<file path="src/design/fpu_pkg.sv">
package fpu_pkg;

    localparam int NUM_THREADS     = 4;
    localparam int TAG_BITS        = 4;
    localparam int LATENCY_NONCOMP = 2;      // Two register stages from accept to transfer
    localparam int FRM_BITS        = 3;

    // Only NV of {NV, DZ, OF, UF, NX} is ever raised here
    localparam int FFLAGS_BITS = 5;
    localparam int FLAG_NV     = 4;

    localparam int          CLASS_BITS    = 10;    // One-hot classify mask width
    localparam logic [31:0] CANONICAL_NAN = 32'h7fc0_0000;

    // Core opcode in the numbering of the core's decode
    typedef enum logic [3:0] {
        FPU_ADD    = 4'd0,
        FPU_SUB    = 4'd1,
        FPU_MUL    = 4'd2,
        FPU_DIV    = 4'd3,
        FPU_SQRT   = 4'd4,
        FPU_MADD   = 4'd5,
        FPU_MSUB   = 4'd6,
        FPU_NMSUB  = 4'd7,
        FPU_NMADD  = 4'd8,
        FPU_CVTWS  = 4'd9,
        FPU_CVTWUS = 4'd10,
        FPU_CVTSW  = 4'd11,
        FPU_CVTSWU = 4'd12,
        FPU_CLASS  = 4'd13,
        FPU_CMP    = 4'd14,
        FPU_MISC   = 4'd15
    } fpu_op_e;

    // Nine lane operations need a 4-bit field
    typedef enum logic [3:0] {
        UOP_SGNJ  = 4'd0,
        UOP_SGNJN = 4'd1,
        UOP_SGNJX = 4'd2,
        UOP_MIN   = 4'd3,
        UOP_MAX   = 4'd4,
        UOP_FEQ   = 4'd5,
        UOP_FLT   = 4'd6,
        UOP_FLE   = 4'd7,
        UOP_CLASS = 4'd8
    } fpu_unit_op_e;

endpackage
</file>
<file path="src/design/fpu_noncomp_unit.sv">
module fpu_noncomp_unit (
    input  logic                                                   clk_i,
    input  logic                                                   arst_n_i,

    input  logic                                                   valid_i,
    output logic                                                   ready_o,
    input  logic [fpu_pkg::TAG_BITS-1:0]                           tag_i,
    input  fpu_pkg::fpu_op_e                                       op_type_i,
    input  logic [fpu_pkg::FRM_BITS-1:0]                           frm_i,
    input  logic [fpu_pkg::NUM_THREADS-1:0][31:0]                  dataa_i,
    input  logic [fpu_pkg::NUM_THREADS-1:0][31:0]                  datab_i,

    output logic                                                   valid_o,
    input  logic                                                   ready_i,
    output logic [fpu_pkg::TAG_BITS-1:0]                           tag_o,
    output logic [fpu_pkg::NUM_THREADS-1:0][31:0]                  result_o,
    output logic [fpu_pkg::NUM_THREADS-1:0][fpu_pkg::FFLAGS_BITS-1:0] fflags_o,
    output logic                                                   has_fflags_o
);
    import fpu_pkg::*;

    fpu_unit_op_e unit_op;
    logic         has_fflags;
    logic         unsupported;
    logic         advance;

    fpu_op_decode op_decode0 (
        .op_type_i     (op_type_i),
        .frm_i         (frm_i),
        .unit_op_o     (unit_op),
        .has_fflags_o  (has_fflags),
        .unsupported_o (unsupported)
    );

    // Shared tag and handshake path for all lanes
    fpu_pipe_ctrl pipe_ctrl0 (
        .clk_i        (clk_i),
        .arst_n_i     (arst_n_i),
        .valid_i      (valid_i),
        .ready_o      (ready_o),
        .tag_i        (tag_i),
        .has_fflags_i (has_fflags),
        .valid_o      (valid_o),
        .ready_i      (ready_i),
        .tag_o        (tag_o),
        .has_fflags_o (has_fflags_o),
        .advance_o    (advance)
    );

    for (genvar i = 0; i < NUM_THREADS; i++) begin : g_lane
        fpu_noncomp_lane lane (
            .clk_i         (clk_i),
            .advance_i     (advance),
            .unit_op_i     (unit_op),
            .unsupported_i (unsupported),
            .a_i           (dataa_i[i]),
            .b_i           (datab_i[i]),
            .result_o      (result_o[i]),
            .fflags_o      (fflags_o[i])
        );
    end

endmodule

</file>
<file path="src/design/fpu_noncomp_lane.sv">
module fpu_noncomp_lane (
    input  logic                              clk_i,
    input  logic                              advance_i,
    input  fpu_pkg::fpu_unit_op_e             unit_op_i,
    input  logic                              unsupported_i,
    input  logic [31:0]                       a_i,
    input  logic [31:0]                       b_i,
    output logic [31:0]                       result_o,
    output logic [fpu_pkg::FFLAGS_BITS-1:0]   fflags_o
);
    import fpu_pkg::*;

    logic [31:0]            a_q;
    logic [31:0]            b_q;
    fpu_unit_op_e           op_q;
    logic                   unsupported_q;

    logic [CLASS_BITS-1:0]  a_class;
    logic [CLASS_BITS-1:0]  b_class;
    logic                   a_nan;
    logic                   b_nan;
    logic                   any_snan;
    logic                   both_zero;
    logic                   total_lt;
    logic                   num_eq;
    logic                   num_lt;

    logic [31:0]            result_d;
    logic [FFLAGS_BITS-1:0] fflags_d;
    logic [31:0]            result_q;
    logic [FFLAGS_BITS-1:0] fflags_q;

    // Bits from 0 up are -inf -norm -sub -0 +0 +sub +norm +inf snan qnan
    function automatic logic [CLASS_BITS-1:0] classify(input logic [31:0] x);
        logic                  sign;
        logic [7:0]            exp;
        logic                  man_zero;
        logic [CLASS_BITS-1:0] mask;
        sign     = x[31];
        exp      = x[30:23];
        man_zero = (x[22:0] == 23'd0);
        mask     = '0;
        if (exp == 8'hff) begin
            if (!man_zero) begin
                mask[x[22] ? 9 : 8] = 1'b1;    // Quiet bit picks qNaN
            end else begin
                mask[sign ? 0 : 7] = 1'b1;
            end
        end else if (exp == 8'h00) begin
            if (man_zero) begin
                mask[sign ? 3 : 4] = 1'b1;
            end else begin
                mask[sign ? 2 : 5] = 1'b1;
            end
        end else begin
            mask[sign ? 1 : 6] = 1'b1;
        end
        return mask;
    endfunction

    always_ff @(posedge clk_i) begin
        if (advance_i) begin
            a_q           <= a_i;
            b_q           <= b_i;
            op_q          <= unit_op_i;
            unsupported_q <= unsupported_i;
        end
    end

    assign a_class   = classify(a_q);
    assign b_class   = classify(b_q);
    assign a_nan     = a_class[8] | a_class[9];
    assign b_nan     = b_class[8] | b_class[9];
    assign any_snan  = a_class[8] | b_class[8];
    assign both_zero = (a_class[3] | a_class[4]) & (b_class[3] | b_class[4]);

    // Sign-magnitude total order with -0 below +0
    always_comb begin
        if (a_q[31] != b_q[31]) begin
            total_lt = a_q[31];
        end else if (a_q[31]) begin
            total_lt = a_q[30:0] > b_q[30:0];
        end else begin
            total_lt = a_q[30:0] < b_q[30:0];
        end
    end

    assign num_eq = (a_q == b_q) | both_zero;
    assign num_lt = total_lt & ~both_zero;

    always_comb begin
        result_d = 32'd0;
        fflags_d = '0;
        case (op_q)
            UOP_SGNJ:  result_d = {b_q[31], a_q[30:0]};
            UOP_SGNJN: result_d = {~b_q[31], a_q[30:0]};
            UOP_SGNJX: result_d = {a_q[31] ^ b_q[31], a_q[30:0]};
            UOP_MIN, UOP_MAX: begin
                if (a_nan && b_nan) begin
                    result_d = CANONICAL_NAN;
                end else if (a_nan) begin
                    result_d = b_q;
                end else if (b_nan) begin
                    result_d = a_q;
                end else if (op_q == UOP_MIN) begin
                    result_d = total_lt ? a_q : b_q;
                end else begin
                    result_d = total_lt ? b_q : a_q;
                end
                fflags_d[FLAG_NV] = any_snan;
            end
            UOP_FEQ: begin
                result_d[0]       = ~a_nan & ~b_nan & num_eq;
                fflags_d[FLAG_NV] = any_snan;      // Quiet compare
            end
            UOP_FLT: begin
                result_d[0]       = ~a_nan & ~b_nan & num_lt;
                fflags_d[FLAG_NV] = a_nan | b_nan;
            end
            UOP_FLE: begin
                result_d[0]       = ~a_nan & ~b_nan & (num_lt | num_eq);
                fflags_d[FLAG_NV] = a_nan | b_nan;
            end
            UOP_CLASS: result_d = {{(32 - CLASS_BITS){1'b0}}, a_class};
            default: result_d = 32'd0;
        endcase
        if (unsupported_q) begin
            result_d          = 32'd0;
            fflags_d          = '0;
            fflags_d[FLAG_NV] = 1'b1;
        end
    end

    always_ff @(posedge clk_i) begin
        if (advance_i) begin
            result_q <= result_d;
            fflags_q <= fflags_d;
        end
    end

    assign result_o = result_q;
    assign fflags_o = fflags_q;

endmodule

</file>
<file path="src/design/fpu_pipe_ctrl.sv">
module fpu_pipe_ctrl (
    input  logic                           clk_i,
    input  logic                           arst_n_i,

    input  logic                           valid_i,
    output logic                           ready_o,
    input  logic [fpu_pkg::TAG_BITS-1:0]   tag_i,
    input  logic                           has_fflags_i,

    output logic                           valid_o,
    input  logic                           ready_i,
    output logic [fpu_pkg::TAG_BITS-1:0]   tag_o,
    output logic                           has_fflags_o,

    output logic                           advance_o
);
    import fpu_pkg::*;

    logic                s1_valid_q;
    logic                s2_valid_q;
    logic [TAG_BITS-1:0] s1_tag_q;
    logic [TAG_BITS-1:0] s2_tag_q;
    logic                s1_has_fflags_q;
    logic                s2_has_fflags_q;

    // Whole pipe stalls as one only on a blocked full output
    assign advance_o = ~s2_valid_q | ready_i;
    assign ready_o   = advance_o;

    always_ff @(posedge clk_i or negedge arst_n_i) begin
        if (!arst_n_i) begin
            s1_valid_q <= 1'b0;
            s2_valid_q <= 1'b0;
        end else if (advance_o) begin
            s1_valid_q <= valid_i;
            s2_valid_q <= s1_valid_q;
        end
    end

    always_ff @(posedge clk_i) begin
        if (advance_o) begin
            s1_tag_q        <= tag_i;
            s1_has_fflags_q <= has_fflags_i;
            s2_tag_q        <= s1_tag_q;
            s2_has_fflags_q <= s1_has_fflags_q;
        end
    end

    assign valid_o      = s2_valid_q;
    assign tag_o        = s2_tag_q;
    assign has_fflags_o = s2_has_fflags_q;

endmodule

</file>
<file path="src/design/fpu_op_decode.sv">
module fpu_op_decode (
    input  fpu_pkg::fpu_op_e                 op_type_i,
    input  logic [fpu_pkg::FRM_BITS-1:0]     frm_i,
    output fpu_pkg::fpu_unit_op_e            unit_op_o,
    output logic                             has_fflags_o,
    output logic                             unsupported_o
);
    import fpu_pkg::*;

    always_comb begin
        unit_op_o     = UOP_SGNJ;
        has_fflags_o  = 1'b1;
        unsupported_o = 1'b0;
        case (op_type_i)
            FPU_CLASS: begin
                unit_op_o    = UOP_CLASS;
                has_fflags_o = 1'b0;
            end
            FPU_CMP: begin
                case (frm_i)
                    3'd0:    unit_op_o = UOP_FLE;
                    3'd1:    unit_op_o = UOP_FLT;
                    default: unit_op_o = UOP_FEQ;    // frm 2 and spare codes
                endcase
            end
            FPU_MISC: begin
                case (frm_i)
                    3'd0: begin
                        unit_op_o    = UOP_SGNJ;
                        has_fflags_o = 1'b0;
                    end
                    3'd1: begin
                        unit_op_o    = UOP_SGNJN;
                        has_fflags_o = 1'b0;
                    end
                    3'd2: begin
                        unit_op_o    = UOP_SGNJX;
                        has_fflags_o = 1'b0;
                    end
                    3'd3: begin
                        unit_op_o = UOP_MIN;
                    end
                    3'd4: begin
                        unit_op_o = UOP_MAX;
                    end
                    default: begin
                        unit_op_o    = UOP_SGNJ;
                        has_fflags_o = 1'b0;
                    end
                endcase
            end
            default: begin
                // Arithmetic and conversions live in other units
                unit_op_o     = UOP_SGNJ;
                has_fflags_o  = 1'b1;
                unsupported_o = 1'b1;
            end
        endcase
    end

endmodule

</file>
<file path="config.mk">
export PLATFORM = sky130hd
export DESIGN_NAME = fpu_noncomp_unit
export DESIGN_NICKNAME = d
export VERILOG_FILES = /design/src/design/fpu_pkg.sv /design/src/design/fpu_noncomp_unit.sv /design/src/design/fpu_noncomp_lane.sv /design/src/design/fpu_pipe_ctrl.sv /design/src/design/fpu_op_decode.sv
export SDC_FILE = /design/constraint.sdc
export NUM_CORES = 1
export LEC_CHECK = 0
export ABC_AREA = 1
export BUFFER_PORTS_ARGS = -buffer_cell sky130_fd_sc_hd__clkbuf_2
export CORE_UTILIZATION = 45
export CTS_BUF_LIST = sky130_fd_sc_hd__clkbuf_8
export CTS_CLUSTER_DIAMETER = 80
export DETAILED_ROUTE_END_ITERATION = 8
export MAX_ROUTING_LAYER = met4
export PLACE_DENSITY_LB_ADDON = 0.05
export SLEW_MARGIN = 20
export SYNTH_ARGS = -nofsm -noshare
export SYNTH_HDL_FRONTEND = slang
export SYNTH_SLANG_ARGS = --single-unit
</file>
<file path="constraint.sdc">
create_clock -name clk_i -period 20 [get_ports clk_i]
set_input_delay 2 -clock clk_i [delete_from_list [all_inputs] [get_ports clk_i]]
set_output_delay 2 -clock clk_i [all_outputs]
set_load 0.01 [all_outputs]
</file>
# [Word-level counts from Yosys, hierarchy flattened]
# Index checks and enable logic that the tools add are counted.
[totals] wordCells=495 register_bits=421 output_inout_bits=155 in_bits=271
[classes] muxes=202 bitwise=78 eq_ne=31 n_reduce_logical=68 magnitude_cmp=88
[op_table] operator=">= comparator 32 x 1 -> 1 bit (second input constant)" count=40
[op_table] operator="< comparator 32 x 6 -> 1 bit (second input constant)" count=40
[op_table] operator="two-way mux 32 bit" count=24
[op_table] operator="case mux 31 bit (5 select lines)" count=4
[op_table] operator="two-way mux 10 bit" count=32
[op_table] operator="logical NOT 23 bit" count=8
[op_table] operator="demux 1 bit (select 4 bit)" count=40
[op_table] operator="equality test 32 bit" count=4
[op_table] operator="greater-than comparator 31 bit" count=4
[op_table] operator="< comparator 31 bit" count=4
[op_table] operator="two-way mux 3 bit" count=32
[op_table] operator="equality test 8 bit (second input constant)" count=8
[op_table] operator="logical NOT 8 bit" count=8
[op_table] operator="two-way mux 1 bit" count=58
[op_table] operator="logical AND 1 bit" count=44
[op_table] operator="bitwise OR 1 bit" count=33
[op_table] operator="bitwise AND 1 bit" count=24
[op_table] operator="case mux 1 bit (6 select lines)" count=4
[op_table] operator="inverter 1 bit" count=17
[op_table] operator="equality test 4 x 3 -> 1 bit (second input constant)" count=4
[op_table] operator="equality test 4 bit (second input constant)" count=4
[op_table] operator="case mux 3 bit (4 select lines)" count=1
[op_table] operator="case mux 4 bit (3 select lines)" count=1
[op_table] operator="case mux 1 bit (2 select lines)" count=5
[op_table] operator="12 further kinds" count=24

# [Depth between registers and ports, before layout]
# Gate-level depths: netlist of run 1.
[logic_depth] depth_word=15 depth_mapped=23 depth_no_buf=22

# [Cells and area by module]
# From an unflattened synthesis of run 1, not the netlist that was laid out.
[hier_totals] hier_cells=2322 area_unflattened_um2=23189.7
[by_module_without_submodules] mod="fpu_noncomp_lane at g_lane[0].lane ..." cells_each=567 area_each_um2=5825.6 seq_area_each_um2=3062.9 n_inst=2
[by_module_without_submodules] mod="fpu_noncomp_lane at g_lane[2].lane" cells_each=568 area_each_um2=5596.6 seq_area_each_um2=3062.9 n_inst=1
[by_module_without_submodules] mod="fpu_noncomp_lane at g_lane[3].lane" cells_each=567 area_each_um2=5402.7 seq_area_each_um2=3062.9 n_inst=1
[by_module_without_submodules] mod="fpu_pipe_ctrl" cells_each=20 area_each_um2=387.9 seq_area_each_um2=350.3 n_inst=1
[by_module_without_submodules] mod="fpu_op_decode" cells_each=33 area_each_um2=151.4 seq_area_each_um2=0.0 n_inst=1

# [Least setup slack after synthesis of run 1]
# Ideal clock, no wire load.
[synth_path] path_kind="input to output" start="input port ready_i" end="output port ready_o" path_slack_ps=7400 arrival_ps=10600 required_time_ps=18000 n_path_buf=0 stages=2 path_cell_list="inv_1 nand2_1"
[synth_via] elab_chain_cells=1
[synth_lines] item="from (decl)" line="fpu_noncomp_unit.sv:14" rtl="input logic ready_i,"
[synth_lines] item="bitwise OR 1 bit" line="fpu_pipe_ctrl.sv:27" rtl="assign advance_o = ~s2_valid_q | ready_i;"
[synth_lines] item="to (decl)" line="fpu_noncomp_unit.sv:6" rtl="output logic ready_o,"
# No other way between the ends.

# [Worst setup path after layout of run 1]
# Ends and elaborated chain as after synthesis.

==> results.json, run 1 <==
{
  "outcome": "complete, no violations",
  "r2r_cells": 16,
  "end_kind": "output port",
  "synth_cell_types": 48,
  "setup_viol": 0,
  "p_leak_nw": 11.3,
  "slew_headroom_pct": 22.1,
  "grt_pass1_wl_mm": 90.9,
  "min_period_ns": 5.01,
  "wl_mm": 60.2,
  "layout.nets": 2957,
  "pre_cts_ws_ns": 15.00,
  "hold_depth": 0,
  "final_cell_mix": "504 x nand2_1, 409 x clkbuf_2, 403 x edfxtp_1, 320 x inv_1, 172 x a21oi_1",
  "maxCapViolations": 0,
  "worst_pin_slew_ns": 1.17,
  "antenna_found_initial": 2,
  "drc": 0,
  "min_to": "pipe_ctrl0.tag_o[2]$_DFFE_PP_",
  "dieHeight_um": 218,
  "grt_max_degree": 85,
  "arrival_ns": 3.01,
  "first_pass_iters": 5,
  "crit_chain": "clkbuf_2, inv_1, nand2_4, clkbuf_2",
  "synth_seq_cells": 405,
  "dieArea_um2": 47700,
  "r2r_end": "g_lane[2].lane.result_o[4]$_SDFFCE_PP0P_",
  "wl_per_cell_um": 18.7,
  "ant_nets": 0,
  "drive_gt1_share_pct": 21.5,
  "cp.depth": 4,
  "ys_warn_count": 0,
  "cpLargestDelayFamily": "simple AND/OR/NAND/NOR gates",
  "worst_setup_path_start_kind": "primary input",
  "finalMaxSlewViolations": 0,
  "num_vias": 16978,
  "crit_buf_inv": 3,
  "start_util_pct": 46.0,
  "clock_sinks": 405,
  "core-area_um2": 45800,
  "hold_viol_final": 0,
  "io_pins": 426,
  "grt_pass1_vias": 16243,
  "rsz0062_at_grt": "false",
  "synthFlopType": "edfxtp_1",
  "syn_to_final_growth_pct": 18.3,
  "overflow": 0,
  "worstHoldPathType": "flip-flop to flip-flop",
  "p_total_w": 0.00227,
  "synth_area_per_cell_um2": 9.91,
  "setup_slack_ns": 14.99,
  "timing.critical_path.mode_cell": "clkbuf_2",
  "fin_util_pct": 54.5,
  "clk_pin_slew_ns": 0.06,
  "gp_congestion": 0.877,
  "cp.required_ns": 18.00,
  "cts_buffers": 72,
  "syn_inst": 2125,
  "max_freq_mhz": 200,
  "io_buffer_count": 409,
  "cts_htree_levels": 3,
  "worstSetupPathType": "primary input to output port",
  "num_rows": 78,
  "async_flop_share_pct": 0.494,
  "r2r-start": "g_lane[2].lane.a_q[22]$_DFFE_PP_",
  "rrSetupSlack_ns": 16.02,
  "final_common_cell": "nand2_1",
  "finalSetupTns_ns": 0,
  "netlist_area_um2": 21100,
  "fin_skew_ns": 0.0243,
  "crit_fanout": 63,
  "period_share_pct": 25.0,
  "cts_tree": "built",
  "peakVddDrop_uv": 65.6,
  "cts_resized": 0,
  "drt_iter0_markers": 1383,
  "critical_path.max_stage_delay_ns": 0.59,
  "root_buffer": "clkbuf_8",
  "whs_ns": 0.415,
  "via_per_inst": 5.29,
  "cp_slowest_cell": "nand2_4",
  "min_from": "pipe_ctrl0.s1_tag_q[2]$_DFFE_PP_",
  "clockBufferDepth": 3,
  "cellPowerDensity_nw_per_um2": 91.0,
  "ctsHoldBuffers": 0,
  "postCtsSetupBuffers": 0,
  "yosysSeqAreaShare_pct": 57.7,
  "hpwl_mm": 42.5,
  "die_x_um": 218,
  "clk-insertion-delay-late_ns": 0.65,
  "synth_edf_count": 403,
  "track_usage_pct": 25.9
}
routing by layer:
metal	track usage, %	wire, µm	share of wire [%]
met1	34.1	25900	43
met2	40.0	28100	47
met3	5.36	4670	7.8
met4	8.30	1500	2.5
met5	-	0	0
state kept, by name (all words and copies together), names as in the netlist:
name	cells
pipe_ctrl0.valid_o	1
g_lane.lane.unsupported_q	1
pipe_ctrl0.s1_valid_q	1
pipe_ctrl0.tag_o	4
g_lane.lane.op_q	4
pipe_ctrl0.s1_tag_q	4
g_lane.lane.b_q	128
g_lane.lane.result_o	128
g_lane.lane.fflags_o	4
pipe_ctrl0.has_fflags_o	1
g_lane.lane.a_q	128
pipe_ctrl0.s1_has_fflags_q	1
worst reg2reg max path, delay by kind of cell (launching register included):
kind            cells  cell delay, ns
simple gates       13            1.70
buf+inv             1            0.98
flops               1            0.52
fa+ha+maj           1            0.36
compound gates      1            0.10
worst max path at each step:
stage / from / endpoint / slack [ns]
6_report: ready_i / ready_o / 14.99
5_1_grt: ready_i / ready_o / 14.91
4_1_cts: ready_i / ready_o / 14.99
3_5_place_dp: ready_i / ready_o / 15.00
3_3_place_gp: ready_i / ready_o / 14.99
2_1_floorplan: ready_i / ready_o / 7.40
area by class of cell:
| type | instances | area [µm²] |
|---|---|---|
| repair buffers | 419 | 2120 |
| clock inverters | 54 | 298 |
| flip-flops and latches | 405 | 12200 |
| fillers | 4137 | 20800 |
| multi-input cells | 1349 | 7440 |
| well taps | 600 | 751 |
| inverters | 307 | 1150 |
| clock buffers | 73 | 1000 |
| diodes | 2 | 5.00 |
per-stage QoR:
stage / area (µm²) / instances
after detailed placement: 23600 / 3080
after CTS: 24900 / 3207
after floorplan: 21100 / 2140
after global routing: 24900 / 3209
after global placement: 23600 / 3080
final: 24900 / 3209
cell usage after synthesis (2+ instances only):
cell | count | area (µm²)
nor3_1 | 22 | 110
nand3b_1 | 7 | 52.6
o21ai_0 | 109 | 546
o32ai_1 | 3 | 26.3
nor2_2 | 4 | 25.0
nand3_2 | 9 | 90.1
clkbuf_2 | 4 | 20.0
inv_1 | 299 | 1120
nor2_1 | 88 | 330
buf_2 | 21 | 105
nor4_1 | 30 | 188
dfrtp_1 | 2 | 50.1
a32oi_1 | 16 | 140
clkbuf_1 | 34 | 128
nor4_2 | 2 | 25.0
a21o_1 | 8 | 60.1
nand2_1 | 507 | 1900
o22ai_1 | 4 | 25.0
nand4_1 | 53 | 332
o211ai_1 | 7 | 52.6
nor3_2 | 2 | 20.0
o21ai_1 | 7 | 35.0
nand2_2 | 12 | 75.1
nor3b_1 | 2 | 15.0
inv_2 | 7 | 26.3
a21oi_1 | 172 | 861
a221o_1 | 2 | 20.0
a41oi_1 | 3 | 26.3
a22oi_1 | 10 | 75.1
ha_1 | 132 | 1650
edfxtp_1 | 403 | 12100
a21oi_2 | 8 | 70.1
nand3_1 | 104 | 521
buf_6 | 2 | 22.5
buf_4 | 17 | 128
kinds of logic (layout without fill, tap and decap cells):
logic type      count (synthesis)  count (layout)  share of synthesized area, %
simple gates                  847             847                          17.7
flops                         405             405                          57.7
buf+inv                       386             853                          7.40
compound gates                354             354                          9.38
fa+ha+maj                     132             132                          7.84
other cells                     1              18                        0.0178
where the power goes:
group	internal, W	switching, W	total, W
Clock	0.000367	0.000354	0.000722
Sequential	0.00105	0.0000627	0.00111
Combinational	0.000139	0.000295	0.000435
Total	0.00156	0.000712	0.00227
Power figures use the tool's default switching activity.
==> run 2, diff against run 1 <==
ABC_AREA = 0   (was 1)
clock period = 4.2 ns   (was 20 ns; I/O delays follow)
==> run 2 against run 1 <==
  * Die area is 4.2% lower
  * Non-clock buffer count is 291 higher
  * Core utilization is 6.5 points higher
  * Critical endpoint is now g_lane[3].lane.result_o[17]$_SDFFCE_PP0P_
  * Count of clock-buffer cells in the layout is 1 higher
  * Highest routed layer unchanged
  * Cell count is 6.3% lower
==> results.json, run 2 <==
{
  "outcome": "complete, no violations",
  "setup_viol": 0,
  "async_flop_share_pct": 0.494,
  "io_buffer_count": 409,
  "cp_slowest_cell": "o31ai_4",
  "p_leak_nw": 11.4,
  "hpwl_mm": 43.6,
  "maxCapViolations": 0,
  "num_rows": 77,
  "worstSetupPathType": "flip-flop to flip-flop",
  "switchingPower_w": 0.00299,
  "dieArea_um2": 45700,
  "crit_fanout": 21,
  "ys_warn_count": 0,
  "hold_viol_final": 0,
  "synth_edf_count": 403,
  "rrSetupSlack_ns": 0.33,
  "pwr-share-clk_pct": 31.7,
  "rsz0062_at_grt": "false",
  "wl_per_cell_um": 20.8,
  "clk-insertion-delay-late_ns": 0.64,
  "worst_setup_path_start_kind": "flip-flop",
  "ys_top_cells_by_area": "edfxtp_1 60%, ha_1 8.2%, a22o_1 3.9%",
  "synth_top_cell_area_share_pct": 60.0,
  "crit_chain": "inv_1, ha_1, or4_1, a221o_1, nor3_4, nor2b_4, mux2i_2, o31ai_4, a22o_1",
  "layout.nets": 2758,
  "finalMaxSlewViolations": 0,
  "swShare_pct": 28.6,
  "r2r_cells": 9,
  "clockBufferDepth": 3,
  "setup_slack_ns": 0.329,
  "peakVddDrop_uv": 335,
  "first_pass_iters": 6,
  "crit_end": "g_lane[3].lane.result_o[17]$_SDFFCE_PP0P_",
  "netlist_area_um2": 20200,
  "drive_gt1_share_pct": 23.6,
  "grt_max_degree": 81,
  "synth_seq_cells": 405,
  "pre_cts_ws_ns": 0.365,
  "finalSetupTns_ns": 0,
  "r2r_end": "g_lane[3].lane.result_o[17]$_SDFFCE_PP0P_",
  "worstHoldPathType": "primary input to asynchronous set/reset pin",
  "p_total_w": 0.0105,
  "min_period_ns": 3.87,
  "n_fill_cell": 3540,
  "gp_congestion": 0.926,
  "whs_ns": 0.120,
  "synthFlopType": "edfxtp_1",
  "overflow": 0,
  "drt_iter0_markers": 1573,
  "end_kind": "flip-flop",
  "grt_pass1_wl_mm": 92.9,
  "via_per_inst": 5.54,
  "synth_cell_types": 82,
  "antenna_found_initial": 3,
  "root_buffer": "clkbuf_8",
  "slew_headroom_pct": 29.8,
  "final_cells": 3006,
  "max_freq_mhz": 258,
  "netlist_top_cells_count": "403 x edfxtp_1, 138 x inv_1, 132 x ha_1",
  "critical_path.max_stage_delay_ns": 0.83,
  "drc": 0,
  "final_cell_mix": "409 x clkbuf_2, 403 x edfxtp_1, 262 x dlygate4sd3_1, 159 x inv_1, 132 x ha_1",
  "yosysSeqAreaShare_pct": 60.3,
  "synth.most_common_cell": "edfxtp_1",
  "cts_buffers": 70,
  "clock_sinks": 405,
  "ant_nets": 0,
  "dieHeight_um": 214,
  "period_share_pct": 92.2,
  "postCtsSetupBuffers": 0,
  "syn_inst": 1621,
  "dp_cells": 2613,
  "crit_buf_inv": 1,
  "syn_to_final_growth_pct": 33.7,
  "cp.required_ns": 4.68,
  "num_vias": 16666,
  "clk_pin_slew_ns": 0.06,
  "cp.depth": 9,
  "p_seq_share_pct": 50.5,
  "io_pins": 426,
  "die_x_um": 214,
  "arrival_ns": 4.35,
  "cts_htree_levels": 3,
  "core-area_um2": 44200,
  "cellPowerDensity_nw_per_um2": 388,
  "worst_pin_slew_ns": 1.05,
  "fin_skew_ns": 0.0310,
  "start_util_pct": 45.6,
  "wl_mm": 62.5,
  "grt_pass1_vias": 16595,
  "cts_tree": "built",
  "r2r-start": "g_lane[3].lane.a_q[31]$_DFFE_PP_",
  "final_common_cell": "clkbuf_2",
  "intPower_w": 0.00747,
  "track_usage_pct": 28.0,
  "synth_area_per_cell_um2": 12.4,
  "cpLargestDelayFamily": "compound AO/OA/AOI/OAI gates",
  "comb_power_share_pct": 17.8,
  "yosysTopAreaCell": "edfxtp_1",
  "startpoint": "g_lane[3].lane.a_q[31]$_DFFE_PP_"
}
-- run 2: final cells by class --
type / instances / area, µm² / area share (%)
Inverter: 140 / 526 / 1.95
Multi-Input combinational cell: 1028 / 7260 / 26.9
Clock buffer: 74 / 1020 / 3.78
Tap cell: 592 / 741 / 2.75
Sequential cell: 405 / 12200 / 45.1
Clock inverter: 54 / 251 / 0.933
Timing Repair Buffer: 710 / 5010 / 18.6
Antenna cell: 3 / 7.51 / 0.0278
-- run 2: worst min path at each step --
stage	startpoint	slack (ns)	to
floorplan	arst_n_i	0.12	pipe_ctrl0.s1_valid_q$_DFFE_PN0P_
global placement	arst_n_i	0.21	pipe_ctrl0.s1_valid_q$_DFFE_PN0P_
detailed placement	arst_n_i	0.21	pipe_ctrl0.s1_valid_q$_DFFE_PN0P_
CTS	arst_n_i	0.05	pipe_ctrl0.s1_valid_q$_DFFE_PN0P_
global route	arst_n_i	0.08	pipe_ctrl0.s1_valid_q$_DFFE_PN0P_
finish	arst_n_i	0.12	pipe_ctrl0.s1_valid_q$_DFFE_PN0P_
-- run 2: worst register-to-register path: cells and delay by family (launching register included) --
family	cells	cell delay, ns
flip-flops	1	0.53
AO/OA/AOI/OAI	3	1.46
adder cells (fa/ha/maj)	1	0.34
buffers and inverters	1	0.15
multiplexers	1	0.22
AND/OR/NAND/NOR	3	1.04
-- run 2: layer usage --
metal	GRT usage, %	up-vias	part of all wire, %
met3	5.62	120	6.5
li1	-	7829	-
met4	11.4	0	3.3
met2	43.1	709	47
met5	-	-	0
met1	36.2	8008	43
-- run 2: repair_timing --
| item | CTS | global route |
|---|---|---|
| resized for setup | 0 | 0 |
| hold buffers | 262 | 0 |
| hold endpoints to repair | 263 | 0 |
-- run 2: cell families (layout without fill, tap and decap cells) --
family,Yosys count,count (layout),synth area share [%]
adder cells (fa/ha/maj),132,132,8.19
other,1,19,0.0186
AND/OR/NAND/NOR,445,445,11.3
buffers and inverters,203,978,4.26
XOR/XNOR,8,8,0.347
AO/OA/AOI/OAI,411,411,14.8
flip-flops,405,405,60.3
multiplexers,16,16,0.838
-- run 2: through the flow --
| stage | area (µm²) | util [%] |
|---|---|---|
| after global routing | 27000 | 61.0 |
| after floorplan | 20200 | - |
| final | 27000 | 61.0 |
| after global placement | 23100 | 52.2 |
| after detailed placement | 23100 | 52.2 |
| after CTS | 27000 | 61.0 |
-- run 2: power by group through the flow --
stage | Sequential (W) | Combinational [W] | Clock (W)
2_1_floorplan | 0.00534 | 0.000953 | 0
3_3_place_gp | 0.00535 | 0.00162 | 0
3_5_place_dp | 0.00535 | 0.00165 | 0
4_1_cts | 0.00528 | 0.00185 | 0.00339
5_1_grt | 0.00532 | 0.00206 | 0.00358
6_report | 0.00528 | 0.00186 | 0.00331
